==> src/core_pkg.sv <==
// XLEN, op_e, decoded_t, Wishbone ibus/dbus structs, mem_size_e and mem_req_t
package core_pkg;

  localparam int unsigned XLEN = 64;

  typedef enum logic [4:0] {
    op_illegal,
    op_lui,
    op_auipc,
    op_jal,
    op_jalr,
    op_bne,
    op_lw,
    op_lbu,
    op_ld,
    op_sh,
    op_sd,
    op_addi,
    op_sltiu,
    op_addiw,
    op_add,
    op_sub,
    op_addw,
    op_sllw,
    op_srai,
    op_ebreak
  } op_e;

  typedef struct packed {
    op_e             op;
    logic [4:0]      rd;
    logic [4:0]      rs1;
    logic [4:0]      rs2;
    logic [5:0]      shamt;
    logic [XLEN-1:0] imm;    // sign-extended per format
  } decoded_t;

  typedef struct packed {
    logic        cyc;
    logic        stb;
    logic [31:0] adr;
  } ibus_req_t;

  typedef struct packed {
    logic        ack;
    logic [31:0] dat;
  } ibus_rsp_t;

  typedef struct packed {
    logic        cyc;
    logic        stb;
    logic        we;
    logic [31:0] adr;
    logic [63:0] dat;
    logic [7:0]  sel;
  } dbus_req_t;

  typedef struct packed {
    logic        ack;
    logic [63:0] dat;
  } dbus_rsp_t;

  typedef enum logic [1:0] {
    size_byte,
    size_half,
    size_word,
    size_double
  } mem_size_e;

  typedef struct packed {
    logic        valid;
    logic        we;
    mem_size_e   size;
    logic        unsigned_load;
    logic [31:0] addr;
    logic [63:0] wdata;
  } mem_req_t;

endpackage

==> src/reg_file.sv <==
// 32 x XLEN integer registers, two read ports and one write port
`timescale 1ns/1ps

module reg_file import core_pkg::*; (
  input  logic            clk,
  input  logic            arst_n,
  input  logic [4:0]      rs1,
  input  logic [4:0]      rs2,
  input  logic            we,
  input  logic [4:0]      waddr,
  input  logic [XLEN-1:0] wdata,
  output logic [XLEN-1:0] rdata1,
  output logic [XLEN-1:0] rdata2
);

  logic [XLEN-1:0] regs [32];

  always_ff @(posedge clk or negedge arst_n) begin
    if (!arst_n) begin
      for (int i = 0; i < 32; i++) begin
        regs[i] <= '0;
      end
    end else if (we && (waddr != 5'd0)) begin  // x0 stays zero
      regs[waddr] <= wdata;
    end
  end

  assign rdata1 = regs[rs1];
  assign rdata2 = regs[rs2];

endmodule

==> config.mk <==
export PLATFORM = sky130hd
export DESIGN_NAME = reg_file
export DESIGN_NICKNAME = d
export VERILOG_FILES = /design/src/core_pkg.sv /design/src/reg_file.sv
export SDC_FILE = /design/constraint.sdc
export NUM_CORES = 2
export LEC_CHECK = 0
export ABC_AREA = 0
export BUFFER_PORTS_ARGS = -buffer_cell sky130_fd_sc_hd__buf_2
export CORE_MARGIN = 10
export CORE_UTILIZATION = 60
export DETAILED_ROUTE_END_ITERATION = 10
export HOLD_SLACK_MARGIN = 0.05
export PLACE_DENSITY_LB_ADDON = 0.15
export SLEW_MARGIN = 20
export SYNTH_ARGS = -nofsm -noshare
export SYNTH_HDL_FRONTEND = slang
export SYNTH_SLANG_ARGS = --single-unit
==> constraint.sdc <==
create_clock -name clk -period 2.5 [get_ports clk]
set_input_delay 0 -clock clk [delete_from_list [all_inputs] [get_ports clk]]
set_output_delay 0 -clock clk [all_outputs]
set_load 0.02 [all_outputs]
==> summary.txt <==
Run status
  – Status: finished with violations
  – Failing checks: setup timing

Synth
  – Yosys top cell area share: 47.6%
  – Syn Area/Cell: 16.5 um2
  – Top cells by area, synth: dfrtp_1 48%, mux4_2 24%, mux2_2 22%
  – Cells after Synth: 6,512
  – Post-synthesis net count: 6,594
  – Largest area contributor in the netlist: dfrtp_1
  – Yosys warning total: 0
  – Post-synth cell types: 30
  – Mapped Area: 0.108 mm2
  – Post-Synth Adder-Cell Area: 0%
  – Mux contribution to synthesized area: 47.8%
  – Post-Synth XOR/XNOR Area: 0%
  – Yosys reg bits: 2,048
  – Compound-gate portion of the synthesized area: 1.12%
  – Largest family of logic cells by synthesized area: multiplexers
  – Seq/Total Area, Yosys: 47.6%
  – Simple-Gate Fraction of Synth Area: 0.445%

Die
  – Initial Utilization: 60.4%
  – Die X: 444 um
  – Site row count: 155
  – Core footprint: 0.178 mm2
  – Die Ht: 444 um
  – I/O Pins: 210
  – Full die area: 0.197 mm2

Placement
  – Post-Place Cells: 8,750
  – PortBufs: 209
  – Pre-CTS setup slack: -0.0991 ns
  – Dpl hpwl: 198 mm
  – Placed cell areas: 0.114 mm2
  – Gpl congestion: 0.849

Flow run
  – Max-cap viol count: 0

Final layout
  – Largest Register: regs
  – Most frequent cells in the layout: 2,066 x mux2_2, 2,048 x dfrtp_1, 1,145 x mux4_2
  – Largest register FFs: 2,048
  – Layout area overhead: 16.6%
  – Layout Cells excl Fill: 9,340
  – Final #Nets: 6,885
  – Final instance area: 0.126 mm2
  – Commonest non-fill, non-tap cell in the layout: mux2_2
  – Regs by FF count: regs: 2048 flops
  – Layout cells sized above 1: 65.4%
  – Layout fillers: 11,400

Power
  – VDD IR max: 0.000786 V
  – Design Power: 101 mW
  – Cell Pwr Density: 808 mW/mm2
  – Leak: 54.6 nW

Global route
  – Number of global-route vias before repair: 70,400
  – Total track usage: 33.0%
  – Initial antenna violation count: 11
  – Grt total ovfl: 0
  – Largest net degree at the start of global routing: 144
  – First-pass GRT wire length: 484 mm

Timing
  – Rel. slew slack: 28.8%
  – Worst clock skew: 0 ns
  – Fmax: 366 MHz
  – RSZ-0062 raised after global routing: yes
  – Max Slew Vio Count: 0
  – Post-layout min period: 2.73 ns
  – Setup ws final: -0.233 ns
  – Endpoints failing hold: 0
  – Final setup violation count: 109
  – Period utilization: 109%
  – Worst slew pin tran: 1.06 ns

Setup path
  – Crit path max fanout: 3
  – Worst r2r path cells: 4
  – Crit end category: primary output
  – CP Class: reg2out
  – Worst R2R Start: regs[164]$_DFFE_PN0P_
  – Worst reg2reg setup slack: 1.38 ns
  – Worst flop-to-flop path endpoint: regs[164]$_DFFE_PN0P_
  – Req. time, crit path: 2.50 ns
  – Crit start category: flop
  – Data arrival, critical path: 2.73 ns

Clock tree
  – CTS clk-pin slew, worst paths: 0.06 ns
  – Clock Sink Count: 2,048
  – CTS tree: yes
  – Clock root buffer: clkbuf_16
  – H-tree lvl count: 4
  – Clk_lat worst skew: 0.85 ns
  – Total clock buffers created by CTS: 213
  – CTS max path bufs: 3

Drt
  – DR vias/cell: 7.18
  – Antenna Nets Post-Route: 0
  – Router iterations before antenna repair: 5
  – Post-Route WL: 326 mm
  – Vias: 67,100
  – Drt wl/cell: 34.9 um
  – DRC: 0
  – Initial DRC count: 6,969

Worst hold path
  – Hold depth: 3
  – HP Class: in2reg
  – Hold Startpoint: wdata[43]
  – WHS Endpoint: regs[1771]$_DFFE_PN0P_
==> per-stage QoR <==
step / util [%] / hold WS [ns] / TNS [ns]
2_1_floorplan: - / -0.296 / 0
3_3_place_gp: 64.2 / -0.0547 / -0.0574
3_5_place_dp: 64.2 / -0.0487 / -0.0991
4_1_cts: 70.1 / 0.253 / -19.10
5_1_grt: 70.4 / 0.314 / -21.10
6_report: 70.4 / 0.310 / -13.90
==> cell type report <==
type | instances | area, um2 | area share (%)
clock inverters | 101 | 1410 | 1.12
diodes | 3 | 7.51 | 0.00598
flip-flops and latches | 2048 | 51200 | 40.8
repair buffers | 849 | 9260 | 7.37
clock buffers | 293 | 6080 | 4.84
multi-input cells | 3690 | 54600 | 43.5
inverters | 1 | 6.26 | 0.00498
well taps | 2355 | 2950 | 2.35
==> Yosys cell counts <==
library cell  instances
o31ai_1               3
buf_6                 5
buf_2               218
a22o_1                9
nand2b_1              5
nand2_1              20
nand3_1               6
dfrtp_1            2048
inv_1                 1
buf_4                27
clkbuf_1            487
nor2b_1              20
mux2_2             2151
o22a_1                3
buf_1                36
and3_1                6
a221oi_1             34
a211oi_1              3
a221o_1              26
a21oi_1               9
and2_0                2
mux2i_1             144
nor2_1               27
o22ai_1              60
nor3_2                4
nand4_1               2
nor3b_1               1
mux4_2             1145
a211o_1               9
and2_1                1
==> worst max-delay path by stage <==
| stage | start | endpoint | slack, ns | depth (start not counted) |
|---|---|---|---|---|
| final | regs[112]$_DFFE_PN0P_ | rdata1[48] | -0.23 | 4 |
| after global routing | regs[368]$_DFFE_PN0P_ | rdata1[48] | -0.28 | 4 |
| after CTS | regs[48]$_DFFE_PN0P_ | rdata1[48] | -0.27 | 4 |
| after detailed placement | rs1[0] | rdata1[6] | -0.1 | 9 |
| after global placement | rs1[0] | rdata1[6] | -0.06 | 9 |
| after floorplan | rs2[0] | rdata2[20] | 0.57 | 8 |
==> power breakdown <==
group | internal (mW) | switching [mW] | total (mW)
sequential | 39.5 | 4.75 | 44.2
clock | 19.9 | 14.0 | 33.9
combinational | 14.5 | 8.75 | 23.3
total | 73.9 | 27.5 | 101
==> critical path: stages (launching register included) <==
cell	delay (ns)
dfrtp_1	0.40
mux4_2	0.49
mux4_2	0.52
mux2_4	0.32
buf_6	0.14
==> timing repair <==
item                                     CTS  global route
gates resized for setup                  403            67
buffers inserted                          90            34
pin swaps                                 47            20
hold endpoints to repair                4032             0
endpoints found under the setup margin   125           125
hold buffers                              77             0
==> logic make-up after synthesis <==
| kind of cell | count (synthesis) |
|---|---|
| mux | 3440 |
| compound gates | 156 |
| flops | 2048 |
| simple gates | 94 |
| buf+inv | 774 |
==> metal layers <==
layer | global-route usage (%) | vias to the layer above | share of wire (%)
li1 | - | 26100 | -
met1 | 44.7 | 37000 | 39
met2 | 52.6 | 3141 | 48
met3 | 6.07 | 817 | 7.7
met4 | 14.8 | 4 | 5.1
met5 | 0 | - | 0.0055
No activity file was read; power rests on OpenSTA's default activity.
