`src/core_pkg.sv`:
```
// XLEN, op_e, decoded_t, Wishbone ibus/dbus structs, mem_size_e and mem_req_t
package core_pkg;

  localparam int unsigned XLEN = 64;

  typedef enum logic [4:0] {
    op_illegal,
    op_lui,
    op_auipc,
    op_jal,
    op_jalr,
    op_bne,
    op_lw,
    op_lbu,
    op_ld,
    op_sh,
    op_sd,
    op_addi,
    op_sltiu,
    op_addiw,
    op_add,
    op_sub,
    op_addw,
    op_sllw,
    op_srai,
    op_ebreak
  } op_e;

  typedef struct packed {
    op_e             op;
    logic [4:0]      rd;
    logic [4:0]      rs1;
    logic [4:0]      rs2;
    logic [5:0]      shamt;
    logic [XLEN-1:0] imm;    // sign-extended per format
  } decoded_t;

  typedef struct packed {
    logic        cyc;
    logic        stb;
    logic [31:0] adr;
  } ibus_req_t;

  typedef struct packed {
    logic        ack;
    logic [31:0] dat;
  } ibus_rsp_t;

  typedef struct packed {
    logic        cyc;
    logic        stb;
    logic        we;
    logic [31:0] adr;
    logic [63:0] dat;
    logic [7:0]  sel;
  } dbus_req_t;

  typedef struct packed {
    logic        ack;
    logic [63:0] dat;
  } dbus_rsp_t;

  typedef enum logic [1:0] {
    size_byte,
    size_half,
    size_word,
    size_double
  } mem_size_e;

  typedef struct packed {
    logic        valid;
    logic        we;
    mem_size_e   size;
    logic        unsigned_load;
    logic [31:0] addr;
    logic [63:0] wdata;
  } mem_req_t;

endpackage

```
`src/inst_fetch.sv`:
```
// program counter and Wishbone classic instruction-bus read master
`timescale 1ns/1ps

module inst_fetch import core_pkg::*; #(
  parameter int unsigned ADDR_W   = 32,
  parameter logic [63:0] RESET_PC = 64'h0
) (
  input  logic        clk,
  input  logic        arst_n,
  input  logic        redirect_valid,
  input  logic [63:0] next_pc,
  input  ibus_rsp_t   ibus_rsp,
  input  logic        inst_ready,
  output ibus_req_t   ibus,
  output logic        inst_valid,
  output logic [31:0] inst,
  output logic [63:0] pc
);

  typedef enum logic [1:0] {
    st_req,
    st_hold,
    st_wait
  } fetch_state_e;

  fetch_state_e state;
  logic         cyc_q;

  always_ff @(posedge clk or negedge arst_n) begin
    if (!arst_n) begin
      state <= st_req;
      cyc_q <= 1'b0;
      pc    <= RESET_PC;
    end else begin
      case (state)
        st_req: begin
          if (!cyc_q) begin
            cyc_q <= 1'b1;               // first request after reset
          end else if (ibus_rsp.ack) begin
            cyc_q <= 1'b0;
            state <= st_hold;
          end
        end
        st_hold: begin
          if (inst_ready) begin
            state <= st_wait;            // handed to execute
          end
        end
        st_wait: begin
          if (redirect_valid) begin
            pc    <= next_pc;
            cyc_q <= 1'b1;               // next read starts right away
            state <= st_req;
          end
        end
        default: state <= st_wait;
      endcase
    end
  end

  always_ff @(posedge clk) begin
    if (cyc_q && ibus_rsp.ack) begin
      inst <= ibus_rsp.dat;
    end
  end

  always_comb begin
    ibus.cyc = cyc_q;
    ibus.stb = cyc_q;
    ibus.adr = 32'(pc[ADDR_W-1:0]);     // zero-extended onto adr
  end

  assign inst_valid = (state == st_hold);

endmodule

```
`config.mk`:
```
export PLATFORM = sky130hd
export DESIGN_NAME = inst_fetch
export DESIGN_NICKNAME = d
export VERILOG_FILES = /design/src/core_pkg.sv /design/src/inst_fetch.sv
export SDC_FILE = /design/constraint.sdc
export NUM_CORES = 1
export LEC_CHECK = 0
export BUFFER_PORTS_ARGS = -buffer_cell sky130_fd_sc_hd__buf_2
export CAP_MARGIN = 20
export CORE_ASPECT_RATIO = 1.5
export CORE_MARGIN = 3
export CORE_UTILIZATION = 35
export CTS_BUF_LIST = sky130_fd_sc_hd__clkbuf_4
export CTS_CLUSTER_DIAMETER = 120
export DETAILED_ROUTE_END_ITERATION = 6
export HOLD_SLACK_MARGIN = 0.05
export PLACE_DENSITY = 0.78
export SYNTH_ARGS = -nofsm -noshare
export SYNTH_HDL_FRONTEND = slang
export SYNTH_SLANG_ARGS = --single-unit
```
`constraint.sdc`:
```
create_clock -name clk -period 1.55 [get_ports clk]
set_input_delay 0.3875 -clock clk [delete_from_list [all_inputs] [get_ports clk]]
set_output_delay 0.3875 -clock clk [all_outputs]
set_load 0.02 [all_outputs]
```
==> out/metrics.yaml <==
logic_synthesis:
  syn-num-nets: 316
  synth_top_family_by_area: "multiplexers"
  synth.cell_area_sq_um: 3980
  synth-simple-area-share_pct: 0.943
  synth-compound-area-share_pct: 0.503
  synth_cell_types: 14
  synth_warnings: 0
  avgSynthCellArea_sq_um: 18.5
  synth_mux_area_share_pct: 24.0
  synth_xor_area_share_pct: 0
  synth_adder_area_share_pct: 0
  ys_ff_latch: 99
  synthCells: 215
  yosysSeqAreaShare_pct: 66.2
worst_setup_path:
  r2r_cells: 4
  critical_path_required_ns: 1.16
  rr_startpoint: "state[1]$_DFFE_PN0P_"
  start_kind: "flop"
  cp-endpoint: "inst_valid"
  worstPathArrival_ns: 1.13
  reg2reg_to: "pc[37]$_DFFE_PN0P_"
  r2r_slack_ns: 0.08
  critical_path_class: "flop to primary output"
  critPathMaxFanout: 2
  end_kind: "primary output"
  startpoint: "state[1]$_DFFE_PN0P_"
die:
  die_w_um: 93.1
  initial_utilization_pct: 36.0
  pin_count: 232
  die_h_um: 137
  num_rows: 47
  die_area_sq_um: 12700
  core_area_sq_um: 11100
power_and_ir_drop:
  p_per_area_nw_per_um2: 2100
  power_frac_seq_pct: 38.4
  swShare_pct: 41.0
  clkPwrFrac_pct: 11.7
  internal_power_mw: 6.78
  switchingPower_mw: 4.71
  p_leak_nw: 2.89
  pwr-share-comb_pct: 49.9
  ir_drop_uv: 852
place:
  dp_cells: 559
  port_buffers: 231
  gp_congestion: 0.696
  placement.cell_area_sq_um: 5110
  dpl.hpwl_mm: 6.79
final_layout:
  area_delta_synth_final_pct: 37.3
  drive_above_1_share_pct: 73.4
  final_area_sq_um: 5470
  multi_input_area_sq_um: 1030
  final_util_pct: 49.4
  diodes: 0
  finalNonFillerCells: 591
  nFillCells: 985
  seq_area_sq_um: 2640
  nets: 540
clock_tree:
  insertion_delay_ns: 0.45
  cts-htree-levels: 3
  cts_sinks: 99
  clk_path_buf_depth: 2
  cts-root-buf: "clkbuf_4"
  tritoncts: "built"
  numCtsBuffers: 9
  clk_pin_slew_ns: 0.18
sta:
  worstMarginPinSlew_ns: 0.392
  hold_viol_final: 0
  relSlewSlack_pct: 73.9
  slew_viol_final: 0
  tns_ns: 0
  setup_viol: 0
  skew_ns: 0.0214
  whs_ns: 0.113
  grt_setup_unrepaired: "yes"
  fin_crit_ns: 1.52
  fmax_ghz: 0.658
  fin_crit_sh_pct: 98.0
worst_hold_path:
  holdCritStartpoint: "ibus_rsp[5]"
  min_path_type: "input pin to flop"
detailed_routing:
  routedWlPerCell_um: 15.4
  drt_iter0_drc: 42
  vias: 2573
  route.detailed.drc: 0
  vias_per_cell: 4.35
  drtAntennaViolNets: 0
  highest_layer: "met4"
  drt_wl_total_mm: 9.10
  wl_met3_um: 747
  routed-wl-met2_mm: 5.07
  met1Wirelength_mm: 3.10
  dr.pass1.iters: 4
grt:
  grt_pass1_vias: 2530
  antenna_found_initial: 0
  grt_start_max_net_pins: 68
  grt_usage_pct: 13.2
  grt_overflow: 0
  grt_pass1_wl_mm: 12.8
status:
  status: "completed"
run:
  drv_cap: 0
## stage by stage
stage,power [mW],setup WS (ns)
floorplan,8.68,0.0684
global placement,9.93,0.0859
detailed placement,10.1,0.0474
CTS,11.6,-0.0315
global route,12.1,-0.0516
finish,11.5,0.0305
## per-layer routing
layer	up-vias	GRT usage, %
met5	-	0
met4	0	6.19
met3	15	3.58
met2	143	24.3
met1	1251	13.7
li1	1164	-
## worst min path at each step
stage          slack [ns]  depth (start not counted)                  to
2_1_floorplan        0.09                          0   cyc_q$_DFFE_PN0P_
3_3_place_gp         0.43                          2  pc[32]$_DFFE_PN0P_
3_5_place_dp         0.44                          2  pc[32]$_DFFE_PN0P_
4_1_cts              0.05                          1  inst[11]$_DFFE_PP_
5_1_grt              0.05                          1   inst[4]$_DFFE_PP_
6_report             0.11                          1   inst[5]$_DFFE_PP_
## area by class of cell
class                           count  share of cell area, %
Sequential cell                    99                   48.3
Multi-Input combinational cell     74                   18.8
Clock inverter                      7                   1.44
Inverter                            2                  0.137
Clock buffer                        9                   1.24
Tap cell                          147                   3.36
Timing Repair Buffer              253                   26.7
## power groups by stage
stage | clock (mW) | combinational [mW] | sequential [mW]
after floorplan | 0 | 3.06 | 5.62
after global routing | 1.50 | 6.02 | 4.54
after detailed placement | 0 | 5.64 | 4.44
final | 1.34 | 5.74 | 4.41
after CTS | 1.42 | 5.74 | 4.41
after global placement | 0 | 5.50 | 4.43
## cells by family after synthesis
logic type	after synthesis
muxes	65
AOI/OAI and AO/OA	3
DFF	99
buffers and inverters	42
and+or+nand+nor	6
## cell usage in the layout, fill, tap and decap left out
master,count
dlygate4sd3_1,13
clkinv_8,2
nand2_1,1
buf_4,1
inv_1,2
clkbuf_16,2
edfxtp_1,32
buf_6,2
dfrtp_2,2
mux2_4,60
mux2_2,5
a21oi_1,2
o32a_1,1
nor2b_4,2
nand2_4,1
inv_8,1
buf_12,5
buf_2,230
dfrtp_1,65
inv_6,4
nor2_1,2
clkbuf_4,9
## sequential cells by signal, summed over array words and instances, names as in the netlist
| name | flops |
|---|---|
| state | 2 |
| pc | 64 |
| cyc_q | 1 |
| inst | 32 |
## critical path, cell delays in order, from the launching register on
cell	delay (ns)
dfrtp_2	0.46
nor2b_4	0.12
buf_6	0.12
## cells in the mapped netlist
library cell,count,area [sq um]
mux2_2,5,56.3
nand2_4,1,11.3
nor2b_1,1,6.26
o32a_1,1,10.0
nor2_1,2,7.51
nor2b_2,1,8.76
mux2_4,60,901
buf_6,6,67.6
nand2_1,1,3.75
dfrtp_1,67,1680
buf_4,34,255
a21oi_1,2,10.0
inv_1,2,7.51
edfxtp_1,32,961
## repair_timing
| action | in CTS | in global routing |
|---|---|---|
| buffers inserted | 3 | 0 |
| gates cloned | 0 | 2 |
| hold endpoints to repair | 77 | 2 |
| endpoints found under the setup margin | 1 | 52 |
| hold buffers | 11 | 2 |
| pin swaps | 0 | 0 |
| gates resized for setup | 6 | 2 |
Note: power is estimated with default switching activity, not from simulation.
