==> src/core_pkg.sv <==
// XLEN, op_e, decoded_t, Wishbone ibus/dbus structs, mem_size_e and mem_req_t
package core_pkg;

  localparam int unsigned XLEN = 64;

  typedef enum logic [4:0] {
    op_illegal,
    op_lui,
    op_auipc,
    op_jal,
    op_jalr,
    op_bne,
    op_lw,
    op_lbu,
    op_ld,
    op_sh,
    op_sd,
    op_addi,
    op_sltiu,
    op_addiw,
    op_add,
    op_sub,
    op_addw,
    op_sllw,
    op_srai,
    op_ebreak
  } op_e;

  typedef struct packed {
    op_e             op;
    logic [4:0]      rd;
    logic [4:0]      rs1;
    logic [4:0]      rs2;
    logic [5:0]      shamt;
    logic [XLEN-1:0] imm;    // sign-extended per format
  } decoded_t;

  typedef struct packed {
    logic        cyc;
    logic        stb;
    logic [31:0] adr;
  } ibus_req_t;

  typedef struct packed {
    logic        ack;
    logic [31:0] dat;
  } ibus_rsp_t;

  typedef struct packed {
    logic        cyc;
    logic        stb;
    logic        we;
    logic [31:0] adr;
    logic [63:0] dat;
    logic [7:0]  sel;
  } dbus_req_t;

  typedef struct packed {
    logic        ack;
    logic [63:0] dat;
  } dbus_rsp_t;

  typedef enum logic [1:0] {
    size_byte,
    size_half,
    size_word,
    size_double
  } mem_size_e;

  typedef struct packed {
    logic        valid;
    logic        we;
    mem_size_e   size;
    logic        unsigned_load;
    logic [31:0] addr;
    logic [63:0] wdata;
  } mem_req_t;

endpackage

==> src/load_store.sv <==
// Wishbone classic data-bus master with lane select and load extension
`timescale 1ns/1ps

module load_store import core_pkg::*; #(
  parameter int unsigned ADDR_W = 32
) (
  input  logic        clk,
  input  logic        arst_n,
  input  mem_req_t    mem_req,
  input  dbus_rsp_t   dbus_rsp,
  output dbus_req_t   dbus,
  output logic        mem_done,
  output logic [63:0] mem_rdata
);

  logic [ADDR_W-1:0] addr;
  logic [2:0]        off;
  logic [7:0]        size_mask;
  logic [63:0]       lane_data;
  logic [63:0]       load_ext;
  logic              done_q;

  assign addr = mem_req.addr[ADDR_W-1:0];
  assign off  = addr[2:0];

  always_comb begin
    case (mem_req.size)
      size_byte: size_mask = 8'h01;
      size_half: size_mask = 8'h03;
      size_word: size_mask = 8'h0f;
      default:   size_mask = 8'hff;
    endcase
    dbus.cyc = mem_req.valid && !done_q;   // dropped in the done cycle
    dbus.stb = mem_req.valid && !done_q;
    dbus.we  = mem_req.we;
    dbus.adr = 32'({addr[ADDR_W-1:3], 3'b000});
    dbus.dat = mem_req.wdata << {off, 3'b000};
    dbus.sel = size_mask << off;
  end

  assign lane_data = dbus_rsp.dat >> {off, 3'b000};

  always_comb begin
    case (mem_req.size)
      size_byte: load_ext = mem_req.unsigned_load ? {56'd0, lane_data[7:0]}
                                                  : {{56{lane_data[7]}}, lane_data[7:0]};
      size_half: load_ext = mem_req.unsigned_load ? {48'd0, lane_data[15:0]}
                                                  : {{48{lane_data[15]}}, lane_data[15:0]};
      size_word: load_ext = mem_req.unsigned_load ? {32'd0, lane_data[31:0]}
                                                  : {{32{lane_data[31]}}, lane_data[31:0]};
      default:   load_ext = lane_data;
    endcase
  end

  always_ff @(posedge clk or negedge arst_n) begin
    if (!arst_n) begin
      done_q <= 1'b0;
    end else begin
      done_q <= dbus.cyc && dbus_rsp.ack;  // one-cycle pulse
    end
  end

  always_ff @(posedge clk) begin
    if (dbus.cyc && dbus_rsp.ack) begin
      mem_rdata <= load_ext;
    end
  end

  assign mem_done = done_q;

endmodule

==> config.mk <==
export PLATFORM = sky130hd
export DESIGN_NAME = load_store
export DESIGN_NICKNAME = d
export VERILOG_FILES = /design/src/core_pkg.sv /design/src/load_store.sv
export SDC_FILE = /design/constraint.sdc
export NUM_CORES = 1
export LEC_CHECK = 0
export BUFFER_PORTS_ARGS = -buffer_cell sky130_fd_sc_hd__buf_2
export CORE_AREA = 2 2 131 133
export CTS_CLUSTER_SIZE = 24
export DETAILED_ROUTE_END_ITERATION = 12
export DIE_AREA = 0 0 133 135
export PLACE_DENSITY = 0.73
export SLEW_MARGIN = 25
export SYNTH_ARGS = -nofsm -noshare
export SYNTH_HDL_FRONTEND = slang
export SYNTH_SLANG_ARGS = --single-unit
==> constraint.sdc <==
create_clock -name clk -period 2.31 [get_ports clk]
set_input_delay 0 -clock clk [delete_from_list [all_inputs] [get_ports clk]]
set_output_delay 0 -clock clk [all_outputs]
set_load 0.05 [all_outputs]
==> flow_metrics.env, run 1 <==
export IMPL_nFillCells=1540
export IMPL_drc=0
export IMPL_yosys_most_used_dff="edfxtp_1"
export IMPL_arrival_ns=1.68
export IMPL_ys_warn_count=0
export IMPL_wl_met2_mm=12.3
export IMPL_firstDrtPassIters=5
export IMPL_setup_viol=0
export IMPL_top_level_ports=340
export IMPL_end_kind="output pin"
export IMPL_routed_via_density=5.73
export IMPL_synth_cells=653
export IMPL_critical_path_max_fanout=35
export IMPL_met1_length_mm=9.00
export IMPL_reg2reg_depth=3
export IMPL_synth_top_area_cell="edfxtp_1"
export IMPL_rows=47
export IMPL_cts_setup_buffers=0
export IMPL_antenna_found_initial=6
export IMPL_post_drt_wl_per_cell_um=21.9
export IMPL_cp_required_ns=2.31
export IMPL_place_gp_congestion=0.933
export IMPL_yosysTopAreaCellShare_pct=30.0
export IMPL_p_total_mw=4.68
export IMPL_utilization_pct=49.5
export IMPL_cts_tree="done"
export IMPL_ys_seq_elements=65
export IMPL_period_share_pct=72.8
export IMPL_slew_headroom_pct=47.1
export IMPL_hpwlAfterDp_mm=18.3
export IMPL_syn_to_final_growth_pct=26.7
export IMPL_seqCellArea_mm2=0.00195
export IMPL_clock_sinks=65
export IMPL_hold_ws_ns=0.0000653
export IMPL_cap_violations=0
export IMPL_crit_type="primary input to output pin"
export IMPL_final_nets=1037
export IMPL_die_area_mm2=0.0180
export IMPL_final_hold_violation_count=0
export IMPL_worstMarginPinSlew_ns=0.791
export IMPL_synth_area_mm2=0.00641
export IMPL_placed_cell_area_mm2=0.00778
export IMPL_routed_wl_mm=24.1
export IMPL_timing_fmax_mhz=595
export IMPL_leakage_nw=3.69
export IMPL_place_inst=1076
export IMPL_ctsHtreeMaxLevel=3
export IMPL_synth_edf_count=64
export IMPL_setup_tns_ns=0
export IMPL_fin_skew_ns=0.00375
export IMPL_start_util_pct=39.1
export IMPL_cp_start_kind="primary input"
export IMPL_cts_root_buffer="clkbuf_16"
export IMPL_grt_util_all_layers_pct=25.6
export IMPL_synth_distinct_cells=41
export IMPL_ant_nets=0
export IMPL_ir_worst_vdd_mv=0.451
export IMPL_clkLatencyLatePin_ns=0.33
export IMPL_holdPathStages=0
export IMPL_route_met3_wl_mm=2.11
export IMPL_power_per_cell_area_mw_per_mm2=576
export IMPL_hold_path_class="primary input to output pin"
export IMPL_die_w_um=133
export IMPL_drive_above_1_share_pct=48.9
export IMPL_finalNonFillerCells=1098
export IMPL_status="complete, no violations"
export IMPL_io_buffers=276
export IMPL_post_route_cell_area_mm2=0.00812
export IMPL_coreArea_mm2=0.0164
export IMPL_grt_pass1_vias=6064
export IMPL_die_h_um=135
export IMPL_multi_input_area_mm2=0.00388
export IMPL_fin_crit_ns=1.68
export IMPL_fin_ws_ns=0.629
export IMPL_yosysSeqAreaShare_pct=30.4
export IMPL_grt_overflow=0
export IMPL_synthArstFlopShare_pct=1.54
export IMPL_rsz0062_at_grt="no"
export IMPL_maxSlewViolCount=0
export IMPL_cts_buffers=9
export IMPL_drt_iter0_markers=508
export IMPL_top_layer_used="met5"
export IMPL_grt_pass1_wl_mm=35.1
export IMPL_grt_max_degree=67
export IMPL_syn_area_per_cell_um2=9.82
export IMPL_pre_cts_slack_ns=0.435
export IMPL_vias=6287
export IMPL_synth_area_leaders="edfxtp_1 30%, mux4_2 11%, mux2i_1 11%"
export IMPL_clockBufferDepth=2
## layout by cell type (no fill, tap or decap), types with 4 or more instances in the layout
master     count
buf_2        274
o211ai_2      14
o22ai_1        9
mux2_2        29
nor2_1        64
a31oi_1        6
a211o_1        6
buf_4         20
buf_12         7
diode_2        4
mux4_2        32
a22oi_1        4
edfxtp_1      64
o21ai_0       33
and2_1        20
mux2i_1       69
nor2b_1        8
a21oi_1       35
nand2b_1       4
o2bb2ai_1     14
nand2_1       83
clkbuf_16      9
nand4_2       25
o2111ai_1      7
## cell type report
type,instances,area share [%]
Antenna cell,4,0.123
Multi-Input combinational cell,486,47.7
Timing Repair Buffer,304,20.8
Inverter,3,0.139
Tap cell,220,3.39
Clock inverter,7,1.05
Clock buffer,9,2.77
Sequential cell,65,24.0
## cell families (layout without fill, tap and decap cells)
logic type	Yosys count	in the layout	share of synthesized area (%)
AOI/OAI and AO/OA	136	136	14.7
buffers and inverters	104	323	9.64
DFF	65	65	30.4
muxes	130	130	27.1
other	1	7	0.0585
and+or+nand+nor	217	217	18.1
## power by group
group	total [mW]	leakage, nW	switching [mW]	internal, mW
Sequential	1.42	0.624	0.0231	1.39
Clock	1.43	0.150	0.495	0.932
Combinational	1.84	2.91	1.25	0.587
## Yosys cell counts, types with 2 or more instances
library cell  instances
clkbuf_1             22
buf_1                 5
nor2b_1              11
a211o_1               6
o211ai_2             14
buf_6                 6
mux2i_1              69
mux2_2               29
o22ai_1               9
nand2_1              83
edfxtp_1             64
a21oi_1              35
a22oi_1               4
o2111ai_1             7
nor2_1               64
buf_2                29
o21ai_0              33
a31oi_1               6
buf_4                39
and2_1               21
mux4_2               32
nand4_2              25
nand2b_1              4
o211ai_1              3
inv_1                 2
nor3_1                3
o2bb2ai_1            14
## flip-flops by register name, indices dropped and copies added (netlist names)
register	flops
mem_rdata	64
mem_done	1
## worst max-delay path, stage by stage
cell and delay, ns:
buf_2 0.15, buf_4 0.43, inv_2 0.26, buf_4 0.27, o21ai_0 0.24, buf_2 0.31
## layer usage
metal	GRT usage, %	vias up
li1	-	2855
met1	29.5	2982
met2	46.5	392
met3	6.12	54
met4	9.38	4
met5	0	-
## what timing repair did
action | in CTS | in global routing
resized for setup | 0 | 0
hold buffers | 2 | 0
endpoints found under the hold margin | 1 | 0
## final timing paths
| path | start | to | slack [ns] |
|---|---|---|---|
| max reg2reg | mem_done$_DFF_PN0_ | mem_rdata[16]$_DFFE_PP_ | 0.73 |
| min in group asynchronous | arst_n | mem_done$_DFF_PN0_ | 0.50 |
| min | mem_req[88] | dbus[96] | 0.00007 |
| max | mem_req[66] | dbus[58] | 0.63 |
| max in group asynchronous | arst_n | mem_done$_DFF_PN0_ | 1.70 |
| min reg2reg | mem_done$_DFF_PN0_ | mem_done$_DFF_PN0_ | 0.79 |
No activity file was read; power rests on OpenSTA's default activity.
==> run 2: changes to the inputs <==
- CORE_AREA: 2 2 131 133 -> 2 2 130 132
- DIE_AREA: 0 0 133 135 -> 0 0 132 134
- PLACE_DENSITY: 0.73 -> 0.72
- clock period: 2.31 -> 1.73 ns (I/O delays scaled with it)
==> run 2 against run 1 <==
Compared with the run above:
- die area shrank 1.5%
- largest power group unchanged
- non-clock buffer count grew 16
- first-iteration DRC count shrank 25%
- worst setup slack lost 0.48 ns
- critical path depth shrank 1
- cell count grew 1.1%
- clock skew is essentially flat
- final area grew 3.5%
- count of clock-buffer cells in the layout grew 4
- sequential cell count is the same
- critical endpoint is now dbus[66]
==> flow_metrics.env, run 2 (synthesis gave the netlist of run 1 again) <==
export IMPL_ant_nets=0
export IMPL_slew_headroom_pct=62.4
export IMPL_post_drt_wl_per_cell_um=21.3
export IMPL_io_buffers=276
export IMPL_cp_slowest_stage_delay_ns=0.58
export IMPL_grt_pass1_vias=6275
export IMPL_grt_util_all_layers_pct=25.9
export IMPL_mostFrequentLayoutCell="buf_2"
export IMPL_final_nets=1053
export IMPL_utilization_pct=51.6
export IMPL_cap_violations=0
export IMPL_hold_path_class="primary input to output pin"
export IMPL_power_per_cell_area_mw_per_mm2=746
export IMPL_setup_viol=0
export IMPL_final_hold_violation_count=0
export IMPL_syn_to_final_growth_pct=31.1
export IMPL_timing_fmax_mhz=632
export IMPL_routed_via_density=5.75
export IMPL_reg2reg_slack_ns=0.32
export IMPL_fin_skew_ns=0.00415
export IMPL_hp_start="mem_req[81]"
export IMPL_top_level_ports=340
export IMPL_path_cells="buf_6, buf_12, mux4_2, mux2_2, buf_2"
export IMPL_clockBufferDepth=2
export IMPL_ctsHtreeMaxLevel=3
export IMPL_firstDrtPassIters=5
export IMPL_antennaDiodeCount=0
export IMPL_routed_wl_mm=23.7
export IMPL_nFillCells=1558
export IMPL_postCtsHoldBufs=2
export IMPL_holdPathStages=0
export IMPL_hold_ws_ns=0.000109
export IMPL_finalNonFillerCells=1110
export IMPL_status="complete, no violations"
export IMPL_clkLatencyLatePin_ns=0.33
export IMPL_drc=0
export IMPL_reg2reg_depth=3
export IMPL_place_inst=1092
export IMPL_fin_crit_ns=1.58
export IMPL_maxSlewViolCount=0
export IMPL_cts_resized=0
export IMPL_crit_type="primary input to output pin"
export IMPL_worstMarginPinSlew_ns=0.563
export IMPL_antenna_found_initial=1
export IMPL_place_gp_congestion=0.898
export IMPL_critical_path_max_fanout=65
export IMPL_drive_above_1_share_pct=52.8
export IMPL_period_share_pct=91.5
export IMPL_drt_iter0_markers=379
export IMPL_cts_tree="done"
export IMPL_mostFrequentLayoutCells="273 x buf_2, 83 x nand2_1, 69 x mux2i_1, 64 x nor2_1, 64 x edfxtp_1"
export IMPL_grt_pass1_wl_mm=35.5
export IMPL_cts_buffers=9
export IMPL_rsz0062_at_grt="no"
export IMPL_clock_sinks=65
export IMPL_end_kind="output pin"
export IMPL_hold_end="dbus[89]"
export IMPL_cts_root_buffer="clkbuf_16"
export IMPL_die_area_mm2=0.0177
export IMPL_ir_worst_vdd_mv=0.515
export IMPL_grt_max_degree=66
export IMPL_die_w_um=132
export IMPL_cp_required_ns=1.73
export IMPL_cts_setup_buffers=0
export IMPL_largest_reg_flops=64
export IMPL_r2r_end="mem_rdata[8]$_DFFE_PP_"
export IMPL_r2r_start="mem_done$_DFF_PN0_"
export IMPL_vias=6377
export IMPL_cp_start_kind="primary input"
export IMPL_leakage_nw=3.82
export IMPL_setup_tns_ns=0
export IMPL_start_util_pct=39.4
export IMPL_grt_overflow=0
export IMPL_p_total_mw=6.27
export IMPL_rows=47
export IMPL_die_h_um=134
export IMPL_hpwlAfterDp_mm=17.8
export IMPL_arrival_ns=1.58
export IMPL_slowest_stage="mux4_2"
export IMPL_largest_register="mem_rdata"
export IMPL_coreArea_mm2=0.0163
==> run 2: stage by stage <==
stage	setup WS, ns	area, um^2
after floorplan	-0.139	6580
after global placement	0.123	8090
after detailed placement	0.0735	8090
after CTS	0.142	8410
after global routing	0.0690	8410
final	0.147	8410
==> run 2: final cells by class <==
cell class	instances	area [um^2]	area share, %
inverter	3	11.3	0.134
timing repair buffer	320	1850	22.0
multi-input combinational	486	4020	47.8
clock buffer	13	260	3.10
sequential	65	1950	23.2
clock inverter	3	40.0	0.476
tap	220	275	3.27
==> run 2: worst max path at each step <==
stage | from | end | slack [ns] | cells past startpoint
after floorplan | mem_done$_DFF_PN0_ | mem_rdata[0]$_DFFE_PP_ | -0.14 | 2
after global placement | mem_req[66] | mem_rdata[63]$_DFFE_PP_ | 0.12 | 7
after detailed placement | mem_req[66] | mem_rdata[51]$_DFFE_PP_ | 0.07 | 5
after CTS | mem_req[64] | dbus[65] | 0.14 | 5
after global routing | mem_req[64] | dbus[68] | 0.07 | 7
final | mem_req[64] | dbus[66] | 0.15 | 5
==> run 2: per-layer routing <==
layer | vias to the layer above | wire (um) | global-route usage (%) | share of wire (%)
li1 | 2881 | - | - | -
met1 | 3025 | 8420 | 29.3 | 36
met2 | 407 | 12000 | 46.1 | 51
met3 | 62 | 2280 | 6.46 | 9.6
met4 | 2 | 973 | 12.3 | 4.1
met5 | - | 8 | 0 | 0.034
==> run 2: where the power goes <==
group	internal (mW)	switching (mW)
combinational	0.846	1.70
sequential	1.86	0.0255
clock	1.19	0.648
==> run 2: worst max-delay path, delay by kind of cell <==
kind                   cells  cell delay [ns]
multiplexers               2             0.85
buffers and inverters      3             0.69
