===== config.mk =====
export PLATFORM = sky130hd
export DESIGN_NAME = inst_decode
export DESIGN_NICKNAME = d
export VERILOG_FILES = /design/src/core_pkg.sv /design/src/inst_decode.sv
export SDC_FILE = /design/constraint.sdc
export NUM_CORES = 1
export LEC_CHECK = 0
export ABC_AREA = 0
export BUFFER_PORTS_ARGS = -buffer_cell sky130_fd_sc_hd__buf_2
export CORE_MARGIN = 2
export CORE_UTILIZATION = 38
export DETAILED_ROUTE_END_ITERATION = 10
export GPL_TIMING_DRIVEN = 0
export PLACE_DENSITY_LB_ADDON = 0.1
export REMOVE_ABC_BUFFERS = 1
export SYNTH_ARGS = -nofsm -noshare
export SYNTH_HDL_FRONTEND = slang
export SYNTH_SLANG_ARGS = --single-unit

===== constraint.sdc =====
create_clock -name vclk -period 6.8
set_input_delay 0.34 -clock vclk [all_inputs]
set_output_delay 0.34 -clock vclk [all_outputs]
set_load 0.02 [all_outputs]

===== src/core_pkg.sv =====
// XLEN, op_e, decoded_t, Wishbone ibus/dbus structs, mem_size_e and mem_req_t
package core_pkg;

  localparam int unsigned XLEN = 64;

  typedef enum logic [4:0] {
    op_illegal,
    op_lui,
    op_auipc,
    op_jal,
    op_jalr,
    op_bne,
    op_lw,
    op_lbu,
    op_ld,
    op_sh,
    op_sd,
    op_addi,
    op_sltiu,
    op_addiw,
    op_add,
    op_sub,
    op_addw,
    op_sllw,
    op_srai,
    op_ebreak
  } op_e;

  typedef struct packed {
    op_e             op;
    logic [4:0]      rd;
    logic [4:0]      rs1;
    logic [4:0]      rs2;
    logic [5:0]      shamt;
    logic [XLEN-1:0] imm;    // sign-extended per format
  } decoded_t;

  typedef struct packed {
    logic        cyc;
    logic        stb;
    logic [31:0] adr;
  } ibus_req_t;

  typedef struct packed {
    logic        ack;
    logic [31:0] dat;
  } ibus_rsp_t;

  typedef struct packed {
    logic        cyc;
    logic        stb;
    logic        we;
    logic [31:0] adr;
    logic [63:0] dat;
    logic [7:0]  sel;
  } dbus_req_t;

  typedef struct packed {
    logic        ack;
    logic [63:0] dat;
  } dbus_rsp_t;

  typedef enum logic [1:0] {
    size_byte,
    size_half,
    size_word,
    size_double
  } mem_size_e;

  typedef struct packed {
    logic        valid;
    logic        we;
    mem_size_e   size;
    logic        unsigned_load;
    logic [31:0] addr;
    logic [63:0] wdata;
  } mem_req_t;

endpackage


===== src/inst_decode.sv =====
// combinational RV64 subset decoder with immediate generation
`timescale 1ns/1ps

module inst_decode import core_pkg::*; (
  input  logic [31:0] inst,
  output decoded_t    dec
);

  logic [XLEN-1:0] imm_i;
  logic [XLEN-1:0] imm_s;
  logic [XLEN-1:0] imm_b;
  logic [XLEN-1:0] imm_u;
  logic [XLEN-1:0] imm_j;
  op_e             op;

  // all immediates take their sign from bit 31
  assign imm_i = {{52{inst[31]}}, inst[31:20]};
  assign imm_s = {{52{inst[31]}}, inst[31:25], inst[11:7]};
  assign imm_b = {{51{inst[31]}}, inst[31], inst[7], inst[30:25], inst[11:8], 1'b0};
  assign imm_u = {{32{inst[31]}}, inst[31:12], 12'h000};
  assign imm_j = {{43{inst[31]}}, inst[31], inst[19:12], inst[20], inst[30:21], 1'b0};

  always_comb begin
    op = op_illegal;
    if (inst == 32'h0010_0073) begin
      op = op_ebreak;
    end else begin
      casez ({inst[31:25], inst[14:12], inst[6:0]})  // funct7, funct3, opcode
        17'b???????_???_0110111: op = op_lui;
        17'b???????_???_0010111: op = op_auipc;
        17'b???????_???_1101111: op = op_jal;
        17'b???????_000_1100111: op = op_jalr;
        17'b???????_001_1100011: op = op_bne;
        17'b???????_010_0000011: op = op_lw;
        17'b???????_100_0000011: op = op_lbu;
        17'b???????_011_0000011: op = op_ld;
        17'b???????_001_0100011: op = op_sh;
        17'b???????_011_0100011: op = op_sd;
        17'b???????_000_0010011: op = op_addi;
        17'b???????_011_0010011: op = op_sltiu;
        17'b???????_000_0011011: op = op_addiw;
        17'b0000000_000_0110011: op = op_add;
        17'b0100000_000_0110011: op = op_sub;
        17'b0000000_000_0111011: op = op_addw;
        17'b0000000_001_0111011: op = op_sllw;
        17'b010000?_101_0010011: op = op_srai;  // bit 25 is shamt[5]
        default:                 op = op_illegal;
      endcase
    end
  end

  always_comb begin
    dec.op    = op;
    dec.rd    = inst[11:7];
    dec.rs1   = inst[19:15];
    dec.rs2   = inst[24:20];
    dec.shamt = inst[25:20];
    case (op)
      op_jalr, op_lw, op_lbu, op_ld,
      op_addi, op_sltiu, op_addiw: dec.imm = imm_i;
      op_sh, op_sd:                dec.imm = imm_s;
      op_bne:                      dec.imm = imm_b;
      op_lui, op_auipc:            dec.imm = imm_u;
      op_jal:                      dec.imm = imm_j;
      default:                     dec.imm = '0;     // R-type and srai
    endcase
  end

endmodule


==> metrics.md, run 1 <==
| Metric | Value |
|---|---|
| Startpoint types | `input port` |
| Routed via count | `1998` |
| CP cell instances | `buf_2 > and4bb_4 > nand2_1 > nor3_2 > a211oi_2 > nor3b_2 > o31ai_1 > o31a_1 > buf_2` |
| Max-cap violations | `0` |
| Pre-Repair DR Iteration Count | `4` |
| Final Hold Fails | `0` |
| Setup bufs post-CTS | `0` |
| Layout area overhead | `11.10%` |
| GRT Resource Usage Total | `0.1880` |
| Post-synthesis cell count | `251` |
| Die X | `71.17 um` |
| Diodes inserted | `0` |
| Most frequent cell after synthesis | `buf_4` |
| Non-Filler Instances | `358` |
| Worst slew margin | `0.5100` |
| CP arrival | `3120 ps` |
| Port-buffer cells | `122` |
| ANT nets after route | `0` |
| Initial core utilization | `0.3937` |
| Switch share | `0.6573` |
| DP Cell Count | `358` |
| Setup violators final | `0` |
| Post-synth top area share | `0.2365` |
| Yosys cell types | `53` |
| Layout cell share with drive strength beyond 1 | `0.4739` |
| Core ar. | `4354 sq um` |
| Tcrit/Tclk final | `0.5093` |
| Comb power frac | `1.000` |
| Pwr dens | `40.71 nW/um^2` |
| Initial antenna violation count | `0` |
| Avg Synthesized Cell Area | `6.829 sq um` |
| # DRC | `0` |
| Leak | `1.002 nW` |
| Status | `completed` |
| Synth top cells by count | `buf_4 (54), nand2_1 (35), nor2_1 (15)` |
| First-pass GRT wire length | `8079 um` |
| Top cells by area, synth | `buf_4 (24%), nand2_1 (7.7%), a41oi_2 (3.8%), a41oi_1 (3.6%), nor2_1 (3.3%)` |
| Crit Path Category | `in -> out` |
| Routed WL | `5289 um` |
| Post-DP HPWL | `4193 um` |
| Seq cells | `0` |
| Setup tns final | `0 ps` |
| Nets@finish | `340` |
| DRT iter0 DRCs | `81` |
| Final Max Tran Viols | `0` |
| Vias in the first global route | `1672` |
| Critical Path Most Common Cell | `buf_2` |
| P_int | `0.00002657 W` |
| Placer Congestion | `0.9177` |
| Sequential Area | `0 sq um` |
| CP startpoint | `inst[3]` |
| Flop pwr share | `0` |
| Maximum VDD drop | `0.02670 mV` |
| DR WL/cell | `14.77 um` |
| Worst path required time | `6460 ps` |
| Cts hold-fix bufs | `0` |
| Register area share after synthesis | `0` |
| IO Count | `122` |
| Largest net degree at the start of global routing | `34` |
| Critical path capture point type | `output pin` |
| Unrepaired setup endpoints after global routing | `no` |
| CP max stage delay | `660 ps` |
| Slowest-stage cell, CP | `o31a_1` |
| Num rows | `24` |
| Hold path depth | `2` |
| Ys Warns | `0` |
| Post-CTS sizing | `0` |
| HP Class | `in -> out` |
| Vias per cell | `5.581` |
| Multi-input logic area | `1187 sq um` |
| Switch Pwr | `0.00005096 W` |
| Post-layout min period | `3463 ps` |
| CLK BUF | `0` |
| WHS | `949.7 ps` |
| FMAX | `288.7 MHz` |
| Worst Tran Pin Value | `735.1 ps` |
| Min-delay src | `inst[25]` |
| Synthesized area | `1714 sq um` |
| Critical path peak fanout | `33` |
| Fillers | `471` |
| Total grt overflow | `0` |
| Overall die height | `71.17 um` |
| Die area | `5064 sq um` |
| Cell taking the most area after synthesis | `buf_4` |
| Clock power share | `0` |
| Critical path endpoint | `dec[56]` |
==> how the worst min path moves through the flow <==
| stage | to | slack, ps |
|---|---|---|
| 2_1_floorplan | dec[64] | 680 |
| 3_3_place_gp | dec[69] | 950 |
| 3_5_place_dp | dec[69] | 950 |
| 4_1_cts | dec[69] | 950 |
| 5_1_grt | dec[69] | 950 |
| 6_report | dec[69] | 950 |
==> cells by family after synthesis <==
| kind of cell | synth area share |
|---|---|
| multiplexers | 0.006569 |
| AND/OR/NAND/NOR | 0.4139 |
| AO/OA/AOI/OAI | 0.2569 |
| buffers and inverters | 0.3073 |
| XOR/XNOR | 0.01533 |
==> critical path, delay by kind of cell <==
| kind | cells | cell delay [ps] |
|---|---|---|
| simple gates | 4 | 1160 |
| buf+inv | 2 | 470 |
| compound gates | 3 | 1160 |
==> cell type report <==
type / count / area share
Multi-Input combinational cell: 173 / 0.6235
Tap cell: 52 / 0.03417
Timing Repair Buffer: 122 / 0.3206
Inverter: 11 / 0.02168
==> through the flow <==
step / utilization / worst slack (ps) / instance area [sq um] / power, W
after floorplan: - / 13.76 / 1229 / 0.00002936
after global placement: 0.4374 / 3395 / 1904 / 0.00007715
after detailed placement: 0.4374 / 3365 / 1904 / 0.00007711
after CTS: 0.4374 / 3341 / 1904 / 0.00007735
after global routing: 0.4374 / 3126 / 1904 / 0.00008310
final: 0.4374 / 3337 / 1904 / 0.00007753
==> placed cells by master, fill, tap and decap left out, types with 3 or more instances in the layout <==
master and n:
nand4_1 7, inv_1 11, nor4_1 4, o21ai_0 5, nor2_1 15, a41oi_1 7, a21oi_1 6, nand3_1 7
or3_1 4, nor3_2 3, nand2b_1 3, a31oi_1 3, nor4b_1 4, o22ai_1 3, nand2_1 35, nor3_1 6
or3_4 3, a41oi_2 4, xnor2_1 3, o211ai_1 6, buf_2 122, and2_1 3, nand3b_1 3, nor2b_1 3
==> layer usage <==
layer / vias to the layer above / GRT usage / part of all wire
met5: - / 0 / 0
met4: 0 / 0 / 0
met3: 0 / 0.008547 / 0.070
met2: 86 / 0.3313 / 0.48
met1: 924 / 0.2692 / 0.45
li1: 988 / - / -
==> power groups by stage <==
stage / clock network [W] / registers [W] / logic, W
6_report: 0 / 0 / 0.0000775
5_1_grt: 0 / 0 / 0.0000831
4_1_cts: 0 / 0 / 0.0000773
3_5_place_dp: 0 / 0 / 0.0000771
3_3_place_gp: 0 / 0 / 0.0000772
2_1_floorplan: 0 / 0 / 0.0000294
Note: power is estimated with default switching activity, not from simulation.
==> run 2, diff against run 1 <==
Clock period 6.8 ns to 3.2 ns, I/O delays scaled along.
==> run 2 against run 1 <==
Cell area about the same. First-iteration DRC count increased by 8.6%. Worst setup slack got worse by 3100 ps. Worst hold slack got worse by 360 ps.
==> metrics.md, run 2 (same netlist as run 1, synthesis figures left out) <==
| Metric | Value |
|---|---|
| Total grt overflow | `0` |
| Vias per cell | `5.615` |
| Post-layout min period | `2968 ps` |
| Cts hold-fix bufs | `0` |
| Seq cells | `0` |
| Layout area overhead | `11.17%` |
| Status | `completed` |
| Final Hold Fails | `0` |
| Diodes inserted | `0` |
| ANT nets after route | `0` |
| P_int | `0.00005649 W` |
| Overall die height | `71.17 um` |
| First-pass GRT wire length | `8079 um` |
| Tcrit/Tclk final | `0.9274` |
| Min-delay src | `inst[25]` |
| Worst path required time | `3040 ps` |
| DR WL/cell | `14.75 um` |
| Commonest cells after routing, fill and taps aside | `buf_2 (122), nand2_1 (35), nor2_1 (15)` |
| Switch share | `0.6566` |
| Initial core utilization | `0.3937` |
| Die X | `71.17 um` |
| Port-buffer cells | `122` |
| IO Count | `122` |
| Routed WL | `5280 um` |
| Critical path capture point type | `output pin` |
| FMAX | `337.0 MHz` |
| Clock power share | `0` |
| Placer Congestion | `0.9177` |
| Vias in the first global route | `1672` |
| Largest net degree at the start of global routing | `34` |
| Hold path depth | `2` |
| Sequential Area | `0 sq um` |
| GRT Resource Usage Total | `0.1880` |
| Final Max Tran Viols | `0` |
| Fillers | `470` |
| Maximum VDD drop | `0.05671 mV` |
| Worst Tran Pin Value | `637.6 ps` |
| Critical path peak fanout | `13` |
| Final Cell Area | `1906 sq um` |
| Initial antenna violation count | `0` |
| Comb power frac | `1.000` |
| Pre-Repair DR Iteration Count | `4` |
| Layout cell share with drive strength beyond 1 | `0.4771` |
| Nets@finish | `340` |
| Final Util | `0.4376` |
| CP arrival | `2810 ps` |
| Routed via count | `2010` |
| Startpoint types | `input port` |
| Core ar. | `4354 sq um` |
| Num rows | `24` |
| Worst Hold Endpoint | `dec[69]` |
| Tot Pwr | `0.0001645 W` |
| Post-DP HPWL | `4193 um` |
| Leak | `1.002 nW` |
| Worst slew margin | `0.5742` |
| HP Class | `in -> out` |
| Switch Pwr | `0.0001080 W` |
| CLK BUF | `0` |
| Unrepaired setup endpoints after global routing | `no` |
| Commonest non-fill, non-tap cell in the layout | `buf_2` |
| Crit Path Category | `in -> out` |
| Pwr dens | `86.31 nW/um^2` |
| # DRC | `0` |
| Max-cap violations | `0` |
| Die area | `5064 sq um` |
| Flop pwr share | `0` |
| Placed inst area | `1904 sq um` |
| DRT iter0 DRCs | `88` |
| Setup violators final | `0` |
run 2: cell count changes in the layout (fill, tap and decap cells not counted):
cell    change
o31a_2      +1
o31a_1      -1
run 2: per-layer routing:
| layer | vias up | wire length, um | global-route usage |
|---|---|---|---|
| li1 | 987 | - | - |
| met1 | 920 | 2230 | 0.2692 |
| met2 | 103 | 2533 | 0.3313 |
| met3 | 0 | 516 | 0.008547 |
| met4 | 0 | 0 | 0 |
| met5 | - | 0 | 0 |
run 2: power groups by stage:
stage	Clock, W	Combinational (W)	Sequential (W)
finish	0	0.000164	0
global route	0	0.000177	0
CTS	0	0.000164	0
detailed placement	0	0.000164	0
global placement	0	0.000164	0
floorplan	0	0.0000624	0
run 2: area by class of cell:
type | instances | area (sq um) | share of cell area
Inverter | 11 | 41.29 | 0.02167
Multi-Input combinational cell | 173 | 1189 | 0.6238
Tap cell | 52 | 65.06 | 0.03414
Timing Repair Buffer | 122 | 610.6 | 0.3204
run 2: stage by stage:
stage | hold slack, ps | setup slack [ps] | TNS (ps) | std cells
after floorplan | 320.0 | -3226 | -106470 | 184
after global placement | 588.8 | 154.7 | 0 | 358
after detailed placement | 587.8 | 125.4 | 0 | 358
after CTS | 589.7 | 100.8 | 0 | 358
after global routing | 589.4 | 95.81 | 0 | 358
final | 589.5 | 232.3 | 0 | 358
run 2: critical path, cell delays in order:
cell	delay [ps]
buf_2	180
or3_4	430
or3_4	370
o221ai_4	200
o21a_1	190
nand3_1	450
a31o_2	520
o211ai_1	110
buf_2	190
run 2: worst max-delay path by stage:
stage | start | end | slack [ps]
3_5_place_dp | inst[3] | dec[60] | 130
5_1_grt | inst[12] | dec[29] | 100
2_1_floorplan | inst[12] | dec[31] | -3230
3_3_place_gp | inst[3] | dec[57] | 150
6_report | inst[12] | dec[30] | 230
4_1_cts | inst[3] | dec[60] | 100
run 2: timing repair:
action | CTS | global route
setup endpoints to repair | 0 | 33
buffers inserted | 0 | 0
gates resized for setup | 0 | 1
==> run 3, diff against run 2 <==
Clock period 3.2 ns to 2.4 ns, I/O delays scaled along.
==> run 3 against run 2 <==
The run now ends with setup timing left. Critical path depth grew 2. Total power grew 81%. Global-route usage grew 4.1 points. Flip-flop and latch count is the same. Cell count grew 13%. Cell area grew 54%. Count of clock-buffer cells in the layout is the same. Combinational power grew 82%. Critical endpoint is now dec[5].
==> metrics.md, run 3 (same netlist as run 1, synthesis figures left out) <==
| Metric | Value |
|---|---|
| Grt met1 use | `0.3053` |
| Port-buffer cells | `122` |
| Non-Filler Instances | `406` |
| Maximum VDD drop | `0.07445 mV` |
| Flop pwr share | `0` |
| Die area | `5064 sq um` |
| Tot Pwr | `0.0002982 W` |
| Placer Congestion | `0.9177` |
| Pre-Repair DR Iteration Count | `4` |
| P_int | `0.0001268 W` |
| Pwr dens | `101.8 nW/um^2` |
| Core ar. | `4354 sq um` |
| Final Hold Fails | `0` |
| Status | `complete, but fails checks` |
| Failing checks | `setup timing` |
| CLK BUF | `0` |
| Seq cells | `0` |
| DRT iter0 DRCs | `210` |
| Final Max Tran Viols | `0` |
| ANT nets after route | `0` |
| CP arrival | `2430 ps` |
| Routed via count | `2402` |
| Setup violators final | `36` |
| Final WS setup | `-153.5 ps` |
| DP Cell Count | `358` |
| Total grt overflow | `0` |
| Largest net degree at the start of global routing | `18` |
| Crit Path Category | `in -> out` |
| Diodes inserted | `0` |
| Nets@finish | `388` |
| Switch Pwr | `0.0001714 W` |
| Worst Tran Pin Value | `672.1 ps` |
| IO Count | `122` |
| Max-cap violations | `0` |
| GR Util met2 | `0.4084` |
| Met3 usage in global routing | `0.01709` |
| Unrepaired setup endpoints after global routing | `yes` |
| Comb power frac | `1.000` |
| Hold path depth | `2` |
| Dpl ws | `-594.6 ps` |
| Commonest non-fill, non-tap cell in the layout | `buf_2` |
| First-pass GRT wire length | `9694 um` |
| Leak | `1.362 nW` |
| Worst Hold Endpoint | `dec[79]` |
| Critical path capture point type | `output pin` |
| Commonest cells after routing, fill and taps aside | `buf_2 (59), buf_4 (58), buf_6 (45)` |
| Initial core utilization | `0.3937` |
| Vias in the first global route | `1991` |
| Setup tns final | `-2127 ps` |
| GRT Resource Usage Total | `0.2295` |
| Initial antenna violation count | `0` |
| Switch share | `0.5748` |
| # DRC | `0` |
| Overall die height | `71.17 um` |
| Worst path required time | `2280 ps` |
| Startpoint types | `input port` |
| Cts hold-fix bufs | `0` |
| Min-delay src | `inst[19]` |
| Post-layout min period | `2554 ps` |
| DR WL/cell | `17.49 um` |
| Worst slew margin | `0.5502` |
| Fillers | `356` |
| Clock power share | `0` |
| Sequential Area | `0 sq um` |
| Top Usage Layer GRT | `met2` |
| Final Util | `0.6730` |
| HP Class | `in -> out` |
| Num rows | `24` |
| CP max stage delay | `420 ps` |
| Layout cell share with drive strength beyond 1 | `0.6271` |
| Routed WL | `7100 um` |
| Critical Path Most Common Cell | `buf_4` |
| Vias per cell | `5.916` |
| Post-DP HPWL | `4193 um` |
| Die X | `71.17 um` |
| Tcrit/Tclk final | `1.064` |
| Slowest-stage cell, CP | `or3_4` |
| Layout area overhead | `70.95%` |
| FMAX | `391.6 MHz` |
| CP cell instances | `buf_4 > and4bb_4 > nand2_4 > nor3_4 > a211oi_4 > nor3b_4 > buf_4 > buf_4 > or3_4 > a41oi_1 > buf_4` |
| Critical path peak fanout | `12` |
## run 3: cell types whose count changed in the layout (fill, tap and decap cells not counted), moves of 3 or more
cell     before  now
buf_2       122   59
buf_4         0   58
buf_6         0   45
a41oi_1       7    3
a41oi_2       4    8
nand2_1      35   31
nor3_4        0    4
nor3_1        6    3
or3_4         3    6
## run 3: worst max-delay path by stage
stage | end | start
floorplan | dec[31] | inst[12]
global placement | dec[57] | inst[3]
detailed placement | dec[60] | inst[3]
CTS | dec[58] | inst[12]
global route | dec[7] | inst[6]
finish | dec[5] | inst[3]
## run 3: per-stage QoR
stage / area [sq um] / hold slack (ps)
after CTS: 2336 / 509.7
final: 2930 / 515.9
after global routing: 2930 / 509.4
after floorplan: 1229 / 240.0
after global placement: 1904 / 508.8
after detailed placement: 1904 / 507.8
## run 3: worst max-delay path: cells and delay by family
| kind | cells | cell delay [ps] |
|---|---|---|
| buf+inv | 4 | 610 |
| compound gates | 2 | 320 |
| simple gates | 5 | 1380 |
## run 3: power by group through the flow
stage | registers [W] | clock network, W | logic, W
6_report | 0 | 0 | 0.000298
5_1_grt | 0 | 0 | 0.000314
4_1_cts | 0 | 0 | 0.000249
3_5_place_dp | 0 | 0 | 0.000218
3_3_place_gp | 0 | 0 | 0.000219
2_1_floorplan | 0 | 0 | 0.0000832
## run 3: repair_timing
action | CTS | global route
buffers inserted | 21 | 23
cloned | 5 | 1
pin swaps | 11 | 23
gates resized for setup | 52 | 114
endpoints found under the setup margin | 64 | 65
## run 3: area by class of cell
type / count / area, sq um / share of cell area
inverter: 11 / 41.29 / 0.01409
multi-input combinational: 178 / 1521 / 0.5192
tap: 52 / 65.06 / 0.02220
timing repair buffer: 165 / 1303 / 0.4445
## run 3: metal layers
metal,wire [um],up-vias,share of wire
met3,542,14,0.076
met4,114,0,0.016
met2,3672,147,0.52
met1,2770,1139,0.39
li1,-,1102,-
met5,0,-,0
